===== src/lidar_pkg.sv =====
`default_nettype none

package lidar_pkg;

  // raw time word from the tdc result register
  typedef logic [15:0] tdc_result_t;

  // running shot number, wraps at 16 bits
  typedef logic [15:0] shot_id_t;

  // one byte on the tdc spi or on the uart
  typedef logic [7:0] spi_byte_t;

  // one fifo entry
  // shot number on top so it leaves the uart first
  typedef struct packed {
    shot_id_t    shot;
    tdc_result_t result;
  } sample_t;

  // opcode that reads back the result register
  localparam spi_byte_t TDC_READ_OP = 8'hB0;

  // uart frames per sample
  localparam int SAMPLE_BYTES = $bits(sample_t) / $bits(spi_byte_t);

endpackage

`default_nettype wire


===== src/lidar_top.sv =====
`default_nettype none

module lidar_top import lidar_pkg::*; #(
  // 50 MHz clock, 12 kHz shots
  parameter int SHOT_DIV = 4166,
  // 6.25 MHz sck
  parameter int SPI_DIV  = 4,
  // 4 Mbaud
  parameter int BAUD_DIV = 12,
  parameter int FIFO_AW  = 6
) (
  input  logic clk,
  input  logic rst_n,
  input  logic pause,
  input  logic tdc_intb,
  input  logic tdc_miso,
  output logic tdc_start_signal,
  output logic tdc_sck,
  output logic tdc_mosi,
  output logic tdc_cs,
  output logic serial_out
);

  // controller to spi master
  logic      spi_start;
  logic      spi_busy;
  logic      spi_cs_end;
  spi_byte_t spi_tx_byte;
  spi_byte_t spi_rx_byte;

  // fifo handshake
  logic      wr_en;
  logic      rd_en;
  logic      full;
  logic      empty;
  sample_t   din;
  sample_t   dout;

  tdc_shot_control #(.SHOT_DIV(SHOT_DIV)) tdc_shot_control (
    .clk(clk),
    .rst_n(rst_n),
    .pause(pause),
    .tdc_intb(tdc_intb),
    .spi_busy(spi_busy),
    .spi_rx_byte(spi_rx_byte),
    .full(full),
    .tdc_start_signal(tdc_start_signal),
    .spi_start(spi_start),
    .spi_tx_byte(spi_tx_byte),
    .spi_cs_end(spi_cs_end),
    .wr_en(wr_en),
    .din(din)
  );

  tdc_spi_master #(.SPI_DIV(SPI_DIV)) tdc_spi_master (
    .clk(clk),
    .rst_n(rst_n),
    .start(spi_start),
    .tx_byte(spi_tx_byte),
    .cs_end(spi_cs_end),
    .tdc_miso(tdc_miso),
    .busy(spi_busy),
    .rx_byte(spi_rx_byte),
    .tdc_sck(tdc_sck),
    .tdc_mosi(tdc_mosi),
    .tdc_cs(tdc_cs)
  );

  sample_fifo #(.FIFO_AW(FIFO_AW)) sample_fifo (
    .clk(clk),
    .rst_n(rst_n),
    .wr_en(wr_en),
    .din(din),
    .rd_en(rd_en),
    .dout(dout),
    .full(full),
    .empty(empty)
  );

  uart_word_tx #(.BAUD_DIV(BAUD_DIV)) uart_word_tx (
    .clk(clk),
    .rst_n(rst_n),
    .dout(dout),
    .empty(empty),
    .rd_en(rd_en),
    .serial_out(serial_out)
  );

endmodule

`default_nettype wire


===== src/sample_fifo.sv =====
`default_nettype none

module sample_fifo import lidar_pkg::*; #(
  parameter int FIFO_AW = 6
) (
  input  logic    clk,
  input  logic    rst_n,
  input  logic    wr_en,
  input  sample_t din,
  input  logic    rd_en,
  output sample_t dout,
  output logic    full,
  output logic    empty
);

  localparam int DEPTH = 2 ** FIFO_AW;

  sample_t            mem [DEPTH];
  // extra top bit tells full from empty
  logic [FIFO_AW:0]   wr_ptr;
  logic [FIFO_AW:0]   rd_ptr;
  logic [FIFO_AW-1:0] wr_idx;
  logic [FIFO_AW-1:0] rd_idx;

  assign wr_idx = wr_ptr[FIFO_AW-1:0];
  assign rd_idx = rd_ptr[FIFO_AW-1:0];

  // storage
  always_ff @(posedge clk) begin
    if (wr_en) begin
      mem[wr_idx] <= din;
    end
  end

  always_ff @(posedge clk) begin
    if (!rst_n) begin
      wr_ptr <= '0;
      rd_ptr <= '0;
    end else begin
      if (wr_en) begin
        wr_ptr <= wr_ptr + 1'b1;
      end
      if (rd_en) begin
        rd_ptr <= rd_ptr + 1'b1;
      end
    end
  end

  // head shown ahead of the pop
  assign dout = mem[rd_idx];

  // same index, wrap bits tell the two apart
  assign empty = (wr_ptr == rd_ptr);
  assign full  = (wr_ptr[FIFO_AW] != rd_ptr[FIFO_AW]) && (wr_idx == rd_idx);

endmodule

`default_nettype wire


===== src/tdc_shot_control.sv =====
`default_nettype none

module tdc_shot_control import lidar_pkg::*; #(
  parameter int SHOT_DIV = 4166
) (
  input  logic      clk,
  input  logic      rst_n,
  input  logic      pause,
  input  logic      tdc_intb,
  input  logic      spi_busy,
  input  spi_byte_t spi_rx_byte,
  input  logic      full,
  output logic      tdc_start_signal,
  output logic      spi_start,
  output spi_byte_t spi_tx_byte,
  output logic      spi_cs_end,
  output logic      wr_en,
  output sample_t   din
);

  // shot timer width, at least one bit
  localparam int SHOT_W = (SHOT_DIV > 1) ? $clog2(SHOT_DIV) : 1;

  typedef enum logic [2:0] {
    ST_IDLE,
    ST_SHOT,
    ST_WAIT_INT,
    ST_OP,
    ST_RD_HI,
    ST_RD_LO,
    ST_WRITE
  } state_t;

  state_t            state;
  logic [SHOT_W-1:0] shot_cnt;
  shot_id_t          shot_id;
  tdc_result_t       result;
  // interrupt comes from the tdc clock domain
  logic [1:0]        intb_sync;
  // byte handed to the spi master, not finished yet
  logic              spi_pending;
  logic              spi_state;
  logic              spi_done;

  assign spi_state = (state == ST_OP) || (state == ST_RD_HI) || (state == ST_RD_LO);

  // start is still up the cycle after issue, busy covers the rest
  assign spi_done = spi_pending && !spi_start && !spi_busy;

  // full fifo parks the sample here
  assign wr_en = (state == ST_WRITE) && !full;
  assign din   = '{shot: shot_id, result: result};

  always_ff @(posedge clk) begin
    if (!rst_n) begin
      intb_sync <= 2'b11;
    end else begin
      intb_sync <= {intb_sync[0], tdc_intb};
    end
  end

  always_ff @(posedge clk) begin
    if (!rst_n) begin
      state            <= ST_IDLE;
      shot_cnt         <= '0;
      shot_id          <= '0;
      tdc_start_signal <= 1'b0;
      spi_start        <= 1'b0;
      spi_tx_byte      <= '0;
      spi_cs_end       <= 1'b0;
      spi_pending      <= 1'b0;
    end else begin
      // strobes last one cycle
      tdc_start_signal <= 1'b0;
      spi_start        <= 1'b0;

      // shared byte issue for opcode and both reads
      if (spi_state && !spi_pending && !spi_busy) begin
        spi_start   <= 1'b1;
        spi_pending <= 1'b1;
        spi_tx_byte <= (state == ST_OP) ? TDC_READ_OP : spi_byte_t'(0);
        // only the low result byte closes the transaction
        spi_cs_end  <= (state == ST_RD_LO);
      end

      case (state)
        ST_IDLE: begin
          // pause freezes the timer, nothing else
          if (!pause) begin
            if (shot_cnt == SHOT_W'(SHOT_DIV - 1)) begin
              shot_cnt         <= '0;
              tdc_start_signal <= 1'b1;
              state            <= ST_SHOT;
            end else begin
              shot_cnt <= shot_cnt + 1'b1;
            end
          end
        end
        ST_SHOT: begin
          state <= ST_WAIT_INT;
        end
        ST_WAIT_INT: begin
          // intb low means the measurement is ready
          if (!intb_sync[1]) begin
            state <= ST_OP;
          end
        end
        ST_OP: begin
          if (spi_done) begin
            spi_pending <= 1'b0;
            state       <= ST_RD_HI;
          end
        end
        ST_RD_HI: begin
          if (spi_done) begin
            spi_pending <= 1'b0;
            state       <= ST_RD_LO;
          end
        end
        ST_RD_LO: begin
          if (spi_done) begin
            spi_pending <= 1'b0;
            state       <= ST_WRITE;
          end
        end
        ST_WRITE: begin
          if (!full) begin
            shot_id  <= shot_id + 1'b1;
            shot_cnt <= '0;
            state    <= ST_IDLE;
          end
        end
        default: begin
          state <= ST_IDLE;
        end
      endcase
    end
  end

  // result bytes, high byte read first
  always_ff @(posedge clk) begin
    if (spi_done && (state == ST_RD_HI)) begin
      result[15:8] <= spi_rx_byte;
    end
    if (spi_done && (state == ST_RD_LO)) begin
      result[7:0] <= spi_rx_byte;
    end
  end

endmodule

`default_nettype wire


===== src/tdc_spi_master.sv =====
`default_nettype none

module tdc_spi_master import lidar_pkg::*; #(
  parameter int SPI_DIV = 4
) (
  input  logic      clk,
  input  logic      rst_n,
  input  logic      start,
  input  spi_byte_t tx_byte,
  input  logic      cs_end,
  input  logic      tdc_miso,
  output logic      busy,
  output spi_byte_t rx_byte,
  output logic      tdc_sck,
  output logic      tdc_mosi,
  output logic      tdc_cs
);

  // half period counter, at least one bit wide
  localparam int DIV_W = (SPI_DIV > 1) ? $clog2(SPI_DIV) : 1;

  logic [DIV_W-1:0] div_cnt;
  // sck edges within the byte, 16 per byte
  logic [3:0]       edge_cnt;
  spi_byte_t        tx_shift;
  // release chip select after this byte
  logic             cs_end_q;
  logic             half_done;

  assign half_done = (div_cnt == DIV_W'(SPI_DIV - 1));

  // mode 0, msb first
  assign tdc_mosi = tx_shift[7];

  always_ff @(posedge clk) begin
    if (!rst_n) begin
      busy     <= 1'b0;
      div_cnt  <= '0;
      edge_cnt <= '0;
      tx_shift <= '0;
      cs_end_q <= 1'b0;
      tdc_sck  <= 1'b0;
      tdc_cs   <= 1'b1;
    end else if (!busy) begin
      div_cnt  <= '0;
      edge_cnt <= '0;
      if (start) begin
        busy     <= 1'b1;
        tx_shift <= tx_byte;
        cs_end_q <= cs_end;
        // select drops on the first byte, stays low between bytes
        tdc_cs   <= 1'b0;
      end
    end else if (half_done) begin
      div_cnt  <= '0;
      edge_cnt <= edge_cnt + 4'd1;
      tdc_sck  <= ~tdc_sck;
      if (tdc_sck) begin
        // falling edge, next bit onto mosi
        tx_shift <= {tx_shift[6:0], 1'b0};
      end
      // last falling edge ends the byte, sck is back low
      if (edge_cnt == 4'd15) begin
        busy <= 1'b0;
        if (cs_end_q) begin
          tdc_cs <= 1'b1;
        end
      end
    end else begin
      div_cnt <= div_cnt + 1'b1;
    end
  end

  // receive shifter
  // miso taken on rising sck, complete when busy falls
  always_ff @(posedge clk) begin
    if (busy && half_done && !tdc_sck) begin
      rx_byte <= {rx_byte[6:0], tdc_miso};
    end
  end

endmodule

`default_nettype wire


===== src/uart_word_tx.sv =====
`default_nettype none

module uart_word_tx import lidar_pkg::*; #(
  parameter int BAUD_DIV = 12
) (
  input  logic    clk,
  input  logic    rst_n,
  input  sample_t dout,
  input  logic    empty,
  output logic    rd_en,
  output logic    serial_out
);

  localparam int BAUD_W = (BAUD_DIV > 1) ? $clog2(BAUD_DIV) : 1;
  localparam int BYTE_W = (SAMPLE_BYTES > 1) ? $clog2(SAMPLE_BYTES) : 1;
  localparam int MSB    = $bits(sample_t) - 1;
  localparam int BW     = $bits(spi_byte_t);

  typedef enum logic [1:0] {
    ST_IDLE,
    ST_LOAD,
    ST_SEND
  } state_t;

  state_t            state;
  logic [BAUD_W-1:0] baud_cnt;
  // bit within the frame, start is 0, stop is 9
  logic [3:0]        bit_cnt;
  logic [BYTE_W-1:0] byte_cnt;
  // bytes still to go, next one on top
  sample_t           word;
  // stop, data lsb first, start
  logic [9:0]        frame;
  logic              baud_tick;

  assign baud_tick  = (baud_cnt == BAUD_W'(BAUD_DIV - 1));
  assign serial_out = frame[0];

  always_ff @(posedge clk) begin
    if (!rst_n) begin
      state    <= ST_IDLE;
      rd_en    <= 1'b0;
      baud_cnt <= '0;
      bit_cnt  <= '0;
      byte_cnt <= '0;
      // line idles high
      frame    <= '1;
    end else begin
      case (state)
        ST_IDLE: begin
          if (!empty) begin
            rd_en <= 1'b1;
            state <= ST_LOAD;
          end
        end
        ST_LOAD: begin
          // head is still on dout while rd_en pops it
          rd_en    <= 1'b0;
          baud_cnt <= '0;
          bit_cnt  <= '0;
          byte_cnt <= '0;
          frame    <= {1'b1, dout[MSB -: BW], 1'b0};
          state    <= ST_SEND;
        end
        ST_SEND: begin
          if (!baud_tick) begin
            baud_cnt <= baud_cnt + 1'b1;
          end else begin
            baud_cnt <= '0;
            if (bit_cnt != 4'd9) begin
              bit_cnt <= bit_cnt + 4'd1;
              frame   <= {1'b1, frame[9:1]};
            end else if (byte_cnt == BYTE_W'(SAMPLE_BYTES - 1)) begin
              // last stop bit done
              frame <= '1;
              state <= ST_IDLE;
            end else begin
              bit_cnt  <= '0;
              byte_cnt <= byte_cnt + 1'b1;
              frame    <= {1'b1, word[MSB -: BW], 1'b0};
            end
          end
        end
        default: begin
          state <= ST_IDLE;
        end
      endcase
    end
  end

  // payload, shifted up one byte per frame
  always_ff @(posedge clk) begin
    if (state == ST_LOAD) begin
      word <= sample_t'({dout[MSB-BW:0], spi_byte_t'(0)});
    end else if (state == ST_SEND && baud_tick && bit_cnt == 4'd9) begin
      word <= sample_t'({word[MSB-BW:0], spi_byte_t'(0)});
    end
  end

endmodule

`default_nettype wire


===== config.mk =====
export PLATFORM = sky130hd
export DESIGN_NAME = lidar_top
export DESIGN_NICKNAME = d
export VERILOG_FILES = /design/src/lidar_pkg.sv /design/src/lidar_top.sv /design/src/sample_fifo.sv /design/src/tdc_shot_control.sv /design/src/tdc_spi_master.sv /design/src/uart_word_tx.sv
export SDC_FILE = /design/constraint.sdc
export NUM_CORES = 2
export LEC_CHECK = 0
export ABC_CLOCK_PERIOD_IN_PS = 4300
export BUFFER_PORTS_ARGS = -buffer_cell sky130_fd_sc_hd__buf_2
export CAP_MARGIN = 20
export CELL_PAD_IN_SITES_DETAIL_PLACEMENT = 1
export CELL_PAD_IN_SITES_GLOBAL_PLACEMENT = 1
export CORE_MARGIN = 10
export CORE_UTILIZATION = 57
export DETAILED_ROUTE_END_ITERATION = 10
export PLACE_DENSITY_LB_ADDON = 0.12
export SLEW_MARGIN = 20
export SYNTH_ARGS = -nofsm -noshare
export SYNTH_HDL_FRONTEND = slang
export SYNTH_SLANG_ARGS = --single-unit

===== constraint.sdc =====
create_clock -name clk -period 4.3 [get_ports clk]
set_clock_uncertainty 0.1 [all_clocks]
set_input_delay 0.645 -clock clk [delete_from_list [all_inputs] [get_ports clk]]
set_output_delay 0.645 -clock clk [all_outputs]
set_load 0.05 [all_outputs]

; Yosys cells after proc, flatten, opt, wreduce, memory -nomap -nowiden
; Memory sizes are Yosys's and may differ from the RTL's. A register that Yosys moved wholly into a read port is not among the register bits.
; Cells that the tools add are included.
[totals]
regBits = 149
latchBits = 0
ramBits = 2048
romBits = 0
in_bits = 5
output_inout_bits = 5
elab_cells = 179
mem_count = 1
[op_classes]
addsub = 9
n_mul = 0
n_div = 0
order_cmp = 0
n_eq_ne = 35
shifts = 0
mux = 58
bitwise_logic = 5
reduce_logical = 42
[mem_list]
columns = name, words, word_bits, read_ports, rd_ports_with_merged_regs, wr, line
row1 = sample_fifo.mem, 64, 32, 1, 1, 1, sample_fifo.sv:18  ; sample_t mem [DEPTH];
[op_table]
columns = operator, n
row1 = 32-bit two-way mux, 2
row2 = 8-bit two-way mux, 5
row3 = 13-bit two-way mux, 3
row4 = 13-bit one-hot mux with 2 select lines, 1
row5 = 3-bit two-way mux, 7
row6 = 3-bit one-hot mux with 7 select lines, 1
row7 = 10-bit two-way mux, 2
row8 = "2-bit inequality test, second input constant", 10
row9 = 10-bit one-hot mux with 2 select lines, 1
row10 = 1-bit two-way mux, 17
row11 = "16-bit by 1-bit adder with 16-bit output, second input constant", 1
row12 = 4-bit two-way mux, 4
row13 = 4-bit one-hot mux with 2 select lines, 2
row14 = "7-bit by 1-bit adder with 7-bit output, second input constant", 2
row15 = 2-bit two-way mux, 7
row16 = "13-bit by 1-bit adder with 13-bit output, second input constant", 1
row17 = "13-bit equality test, second input constant", 1
row18 = "4-bit by 1-bit adder with 4-bit output, second input constant", 3
row19 = "4-bit equality test, second input constant", 3
row20 = 1-bit logical AND, 12
row21 = 6-bit two-way mux, 2
row22 = "2-bit by 1-bit inequality test with 1-bit output, second input constant", 6
row23 = 2-bit AND reduction, 6
row24 = 4-bit AND reduction, 3
row25 = 24 further kinds, 47

; Longest topological paths before layout
[logic_depth]
ltp_word = 8
depth_mapped = 11
ltp_nobuf = 8

; By module
; From an unflattened synthesis, not the netlist that was laid out.
[unflattened]
cells_unflattened = 3975
hier_area_um2 = 84643.7
[modules_own_cells]
columns = module, instances, cells_each, area_each_um2, seq_area_each_um2
row1 = sample_fifo, 1, 3451, 78904.4, 61899.4
row2 = tdc_shot_control, 1, 241, 2452.4, 1261.2
row3 = uart_word_tx, 1, 197, 2235.9, 1161.1
row4 = tdc_spi_master, 1, 86, 1051.0, 600.6

; Least setup slack after synthesis
; OpenSTA, ideal clock, no wires.
[synth_timing]
path_type = reg2reg
start = register tdc_shot_control.state[2]
end = memory sample_fifo.mem[62][0] (netlist name) (enable)
setup_ps = 421
arrival_ps = 3099
required_ps = 3779
slack_ps = 680
stages_incl_launch_ff = 8
path_buffers = 2
period_less_slack_ps = 3620
path_cell_list = dfxtp_1 buf_2 nand2_1 or2_2 a31oi_1 buf_2 nand4b_1 nor2_1
[synth_via]
elab_chain_len = 4
[synth_lines]
columns = element, line
row1 = start: declaration, tdc_shot_control.sv:34  ; state_t state;
row2 = start signal: assignment, tdc_shot_control.sv:64  ; state <= ST_IDLE;
row3 = start signal: assignment, tdc_shot_control.sv:93  ; state <= ST_SHOT;
row4 = start signal: assignment, tdc_shot_control.sv:100  ; state <= ST_WAIT_INT;
row5 = 3-bit equality test, tdc_shot_control.sv:51  ; assign wr_en = (state == ST_WRITE) && !full;
row6 = 1-bit logical AND, tdc_shot_control.sv:51
row7 = 1-bit two-way mux, sample_fifo.sv:30  ; if (wr_en) begin
row8 = 1-bit two-way mux (implied by the code), sample_fifo.sv:31  ; mem[wr_idx] <= din;
row9 = end: declaration, sample_fifo.sv:18
; No other way between the ends.

; Worst setup path in the final report
[layout_timing]
start = register tdc_shot_control.state[1]
end = memory sample_fifo.mem[33][22] (netlist name) (enable)
; Same word-level chain as after synthesis.

==> impl_results.md <==
* Seq cells post-synth at 2,191
* Share of layout cells above drive strength 1 at 0.2843
* WP data arrival at 4.44 ns
* Total track usage at 0.2781
* Initial core utilization at 0.5720
* Worst Hold Launch: tdc_miso
* Clock power frac at 0.392
* GPL Wtd Cong at 0.8220
* CP cell instances: nand2_1 -> or2_2 -> a31oi_2 -> nor2b_1 -> nand3b_1 -> nor2_4 -> buf_4
* Syn Area/Cell at 22.31 sq um
* CP Class: register to register
* Critical R2R Launch: tdc_shot_control.state[1]
* # DRC at 0
* Final Cell Area at 0.09468 sq mm
* Part of the cycle the worst path needs at 0.9460
* Final nets at 4,007
* Setup Fix Bufs, Post-CTS at 0
* Placed Cells at 5,702
* Worst min-delay path class: input port to register
* CTS Root Cell: clkbuf_16
* Endpoint class of the critical path: register
* Chip Width at 404.5 um
* Setup WS post-layout at 0.2323 ns
* Core ar. at 0.1473 sq mm
* I/O pins at 10
* WL per Instance at 37.04 um
* Slew Limit Fails at 0
* P per Cell Area at 476.5 mW/mm^2
* Post-synth EDFFs at 2,096
* Initial antenna violation count at 8
* Largest fanout on the critical path at 22
* Worst-margin pin slew at 0.9966 ns
* Peak Freq at 245.8 MHz
* RSZ-0062 raised after global routing: no
* Max H-tree Level at 4
* Combinational share of power at 0.093
* First-pass GRT wire length at 323,100 um
* TritonRoute pass-1 iters at 7
* Clock Sinks at 2,191
* Critical path required time at 4.67 ns
* Synth warn at 0
* Port Buffers at 9
* Worst-path clk slew at 0.06 ns
* Crit path time final at 4.068 ns
* Max rail drop VDD at 0.4608 mV
* Net Count, Synth at 3,795
* Synth Flop Type: edfxtp_1
* Sw Share at 0.2205
* Num rows at 141
* Critical Path Source Type: register
* Vias in the first global route at 43.45k
* Int Power at 35.17 mW
* TritonCTS clock tree: yes
* Pin count of the biggest net entering global routing at 72
* Largest stage delay, worst path at 0.69 ns
* Min Hold Slack at 0.09375 ns
* Total gr overflow at 0
* CTS Buf Count at 212
* Crit. Startpoint: tdc_shot_control.state[1]
* Slowest stage cell, crit path: nor2_4
* Cell area after synthesis at 0.08426 sq mm
* Final setup viols at 0
* Synth Instances at 3,776
* Via/cell ratio at 6.779
* Final non-filler cell total at 6,090
* Area growth, synth to finish at 12.37%
* Synth unique cells at 63
* Status: finished clean
* Placement Cell Area at 0.08814 sq mm
* Pleak at 28.15 nW
* Max transition margin at 0.3336
* Via Count at 41.29k
* Asr flop ratio synth at 0
* Sequential Power Share at 0.515
* Max Cap Violations at 0
* # resized after CTS at 0
* Pre-CTS setup slack at 0.2850 ns
* Die Y at 404.5 um
* TNS Setup at 0 ns
* Routed WL at 225,600 um
* Die area at 0.1636 sq mm
* DP HPWL at 125,800 um
* Fin. Hold Viols at 0
* Clock Path Buffers at 3
* Post-route ant nets at 0
* Worst-skew pair later-pin latency at 0.84 ns
* DR iter-0 viols at 5,223
* Switching power at 9.948 mW
* Seq/Total Area, Yosys at 0.7696
-- power by group through the flow --
stage | Combinational [mW] | Sequential [mW] | Clock, mW
2_1_floorplan | 3.20 | 23.6 | 0
3_3_place_gp | 4.11 | 23.7 | 0
3_5_place_dp | 4.21 | 23.7 | 0
4_1_cts | 4.25 | 23.2 | 17.9
5_1_grt | 4.47 | 23.2 | 18.8
6_report | 4.18 | 23.2 | 17.7
-- Yosys cell counts (all sizes together) (35+ instances only) --
master  count  area, sq um
clkbuf     83        311.6
a32oi      36        315.3
mux2i      98        980.9
buf       124        698.2
dfxtp      95         1902
mux4      592        13330
nor2      124        465.5
edfxtp   2096        62940
o21ai      39        195.2
xor2       35        306.5
nand2      96        360.4
nor2b      37        231.5
-- per-stage QoR --
step	util	total power [mW]
global route	0.6427	46.51
global placement	0.5982	27.80
detailed placement	0.5984	27.91
finish	0.6427	45.12
CTS	0.6426	45.41
floorplan	-	26.83
-- path summary, 6_finish.rpt --
check	to	slack, ns	cells after the start
worst max register to register	sample_fifo.mem[33][22]	0.23	7
worst min register to register	tdc_shot_control.intb_sync[1]	0.33	1
worst min-delay path	tdc_spi_master.rx_byte[0]	0.09	1
worst max-delay path	sample_fifo.mem[33][22]	0.23	7
-- cell families (layout without fill, tap and decap cells) --
kind of cell | Yosys count | count (layout) | synth area share
multiplexers | 697 | 697 | 0.1708
adder cells (fa/ha/maj) | 14 | 14 | 0.002079
AO/OA/AOI/OAI | 191 | 191 | 0.01579
other | 0 | 2 | 0
XOR/XNOR | 50 | 50 | 0.005197
AND/OR/NAND/NOR | 413 | 413 | 0.02400
flip-flops | 2191 | 2191 | 0.7696
buffers and inverters | 220 | 602 | 0.01256
-- worst max-delay path, delay by kind of cell (launching register included) --
family                 cells  cell delay, ns
AO/OA/AOI/OAI              1            0.38
AND/OR/NAND/NOR            5            2.14
buffers and inverters      1            0.52
flip-flops                 1            0.54
-- layout make-up --
cell class,count,area [sq um]
clock inverter,119,927.1
clock buffer,265,5578
tap,1930,2415
timing repair buffer,205,1937
multi-input combinational,1365,18870
antenna,2,5.005
inverter,13,53.80
sequential,2191,64900
fill,11530,52630
-- routing by layer --
metal / vias to the layer above / wire length, um / global-route usage
met3: 420 / 19410 / 0.05068
met1: 22300 / 87010 / 0.3875
met4: 0 / 8136 / 0.09677
met5: - / 0 / 0
met2: 2243 / 111000 / 0.4476
li1: 16330 / - / -
-- placed cells by master (no fill, tap or decap), types with 14 or more instances in the layout --
cell	Yosys	final
clkinv_1	1	54
a211oi_1	21	21
nor3_1	24	24
nor2_1	124	59
o22ai_1	16	16
xor2_1	35	35
buf_12	0	33
clkinv_2	0	39
edfxtp_1	2096	2096
ha_1	14	14
buf_4	33	160
mux4_2	592	592
xnor2_1	15	15
nand2_1	96	96
a21oi_1	23	23
and2_1	28	28
nor2_4	0	64
dfxtp_1	95	73
a32oi_1	36	36
clkbuf_16	0	215
nand2b_1	28	28
o21ai_0	34	33
nor2b_1	37	36
clkbuf_1	83	49
nand3_1	23	23
mux2i_1	98	98
-- registers in the layout, indices dropped and copies added (netlist names), 2 cells and up, named ones only --
signal and flops:
tdc_shot_control.state 3, tdc_shot_control.shot_cnt 13, uart_word_tx.word 24, uart_word_tx.byte_cnt 2, sample_fifo.mem 2048, tdc_spi_master.tx_shift 4, sample_fifo.wr_ptr 7, tdc_shot_control.intb_sync 2
tdc_spi_master.rx_byte 8, tdc_shot_control.result 16, uart_word_tx.state 2, tdc_spi_master.div_cnt 2, uart_word_tx.frame 9, uart_word_tx.baud_cnt 4, tdc_spi_master.edge_cnt 4, tdc_shot_control.shot_id 16
sample_fifo.rd_ptr 7, uart_word_tx.bit_cnt 4
-- repair_timing --
item                       CTS  global route
hold buffers                 1             0
hold endpoints to repair     1             0
setup endpoints to repair    0             0
(Power assumes the default switching activity.)
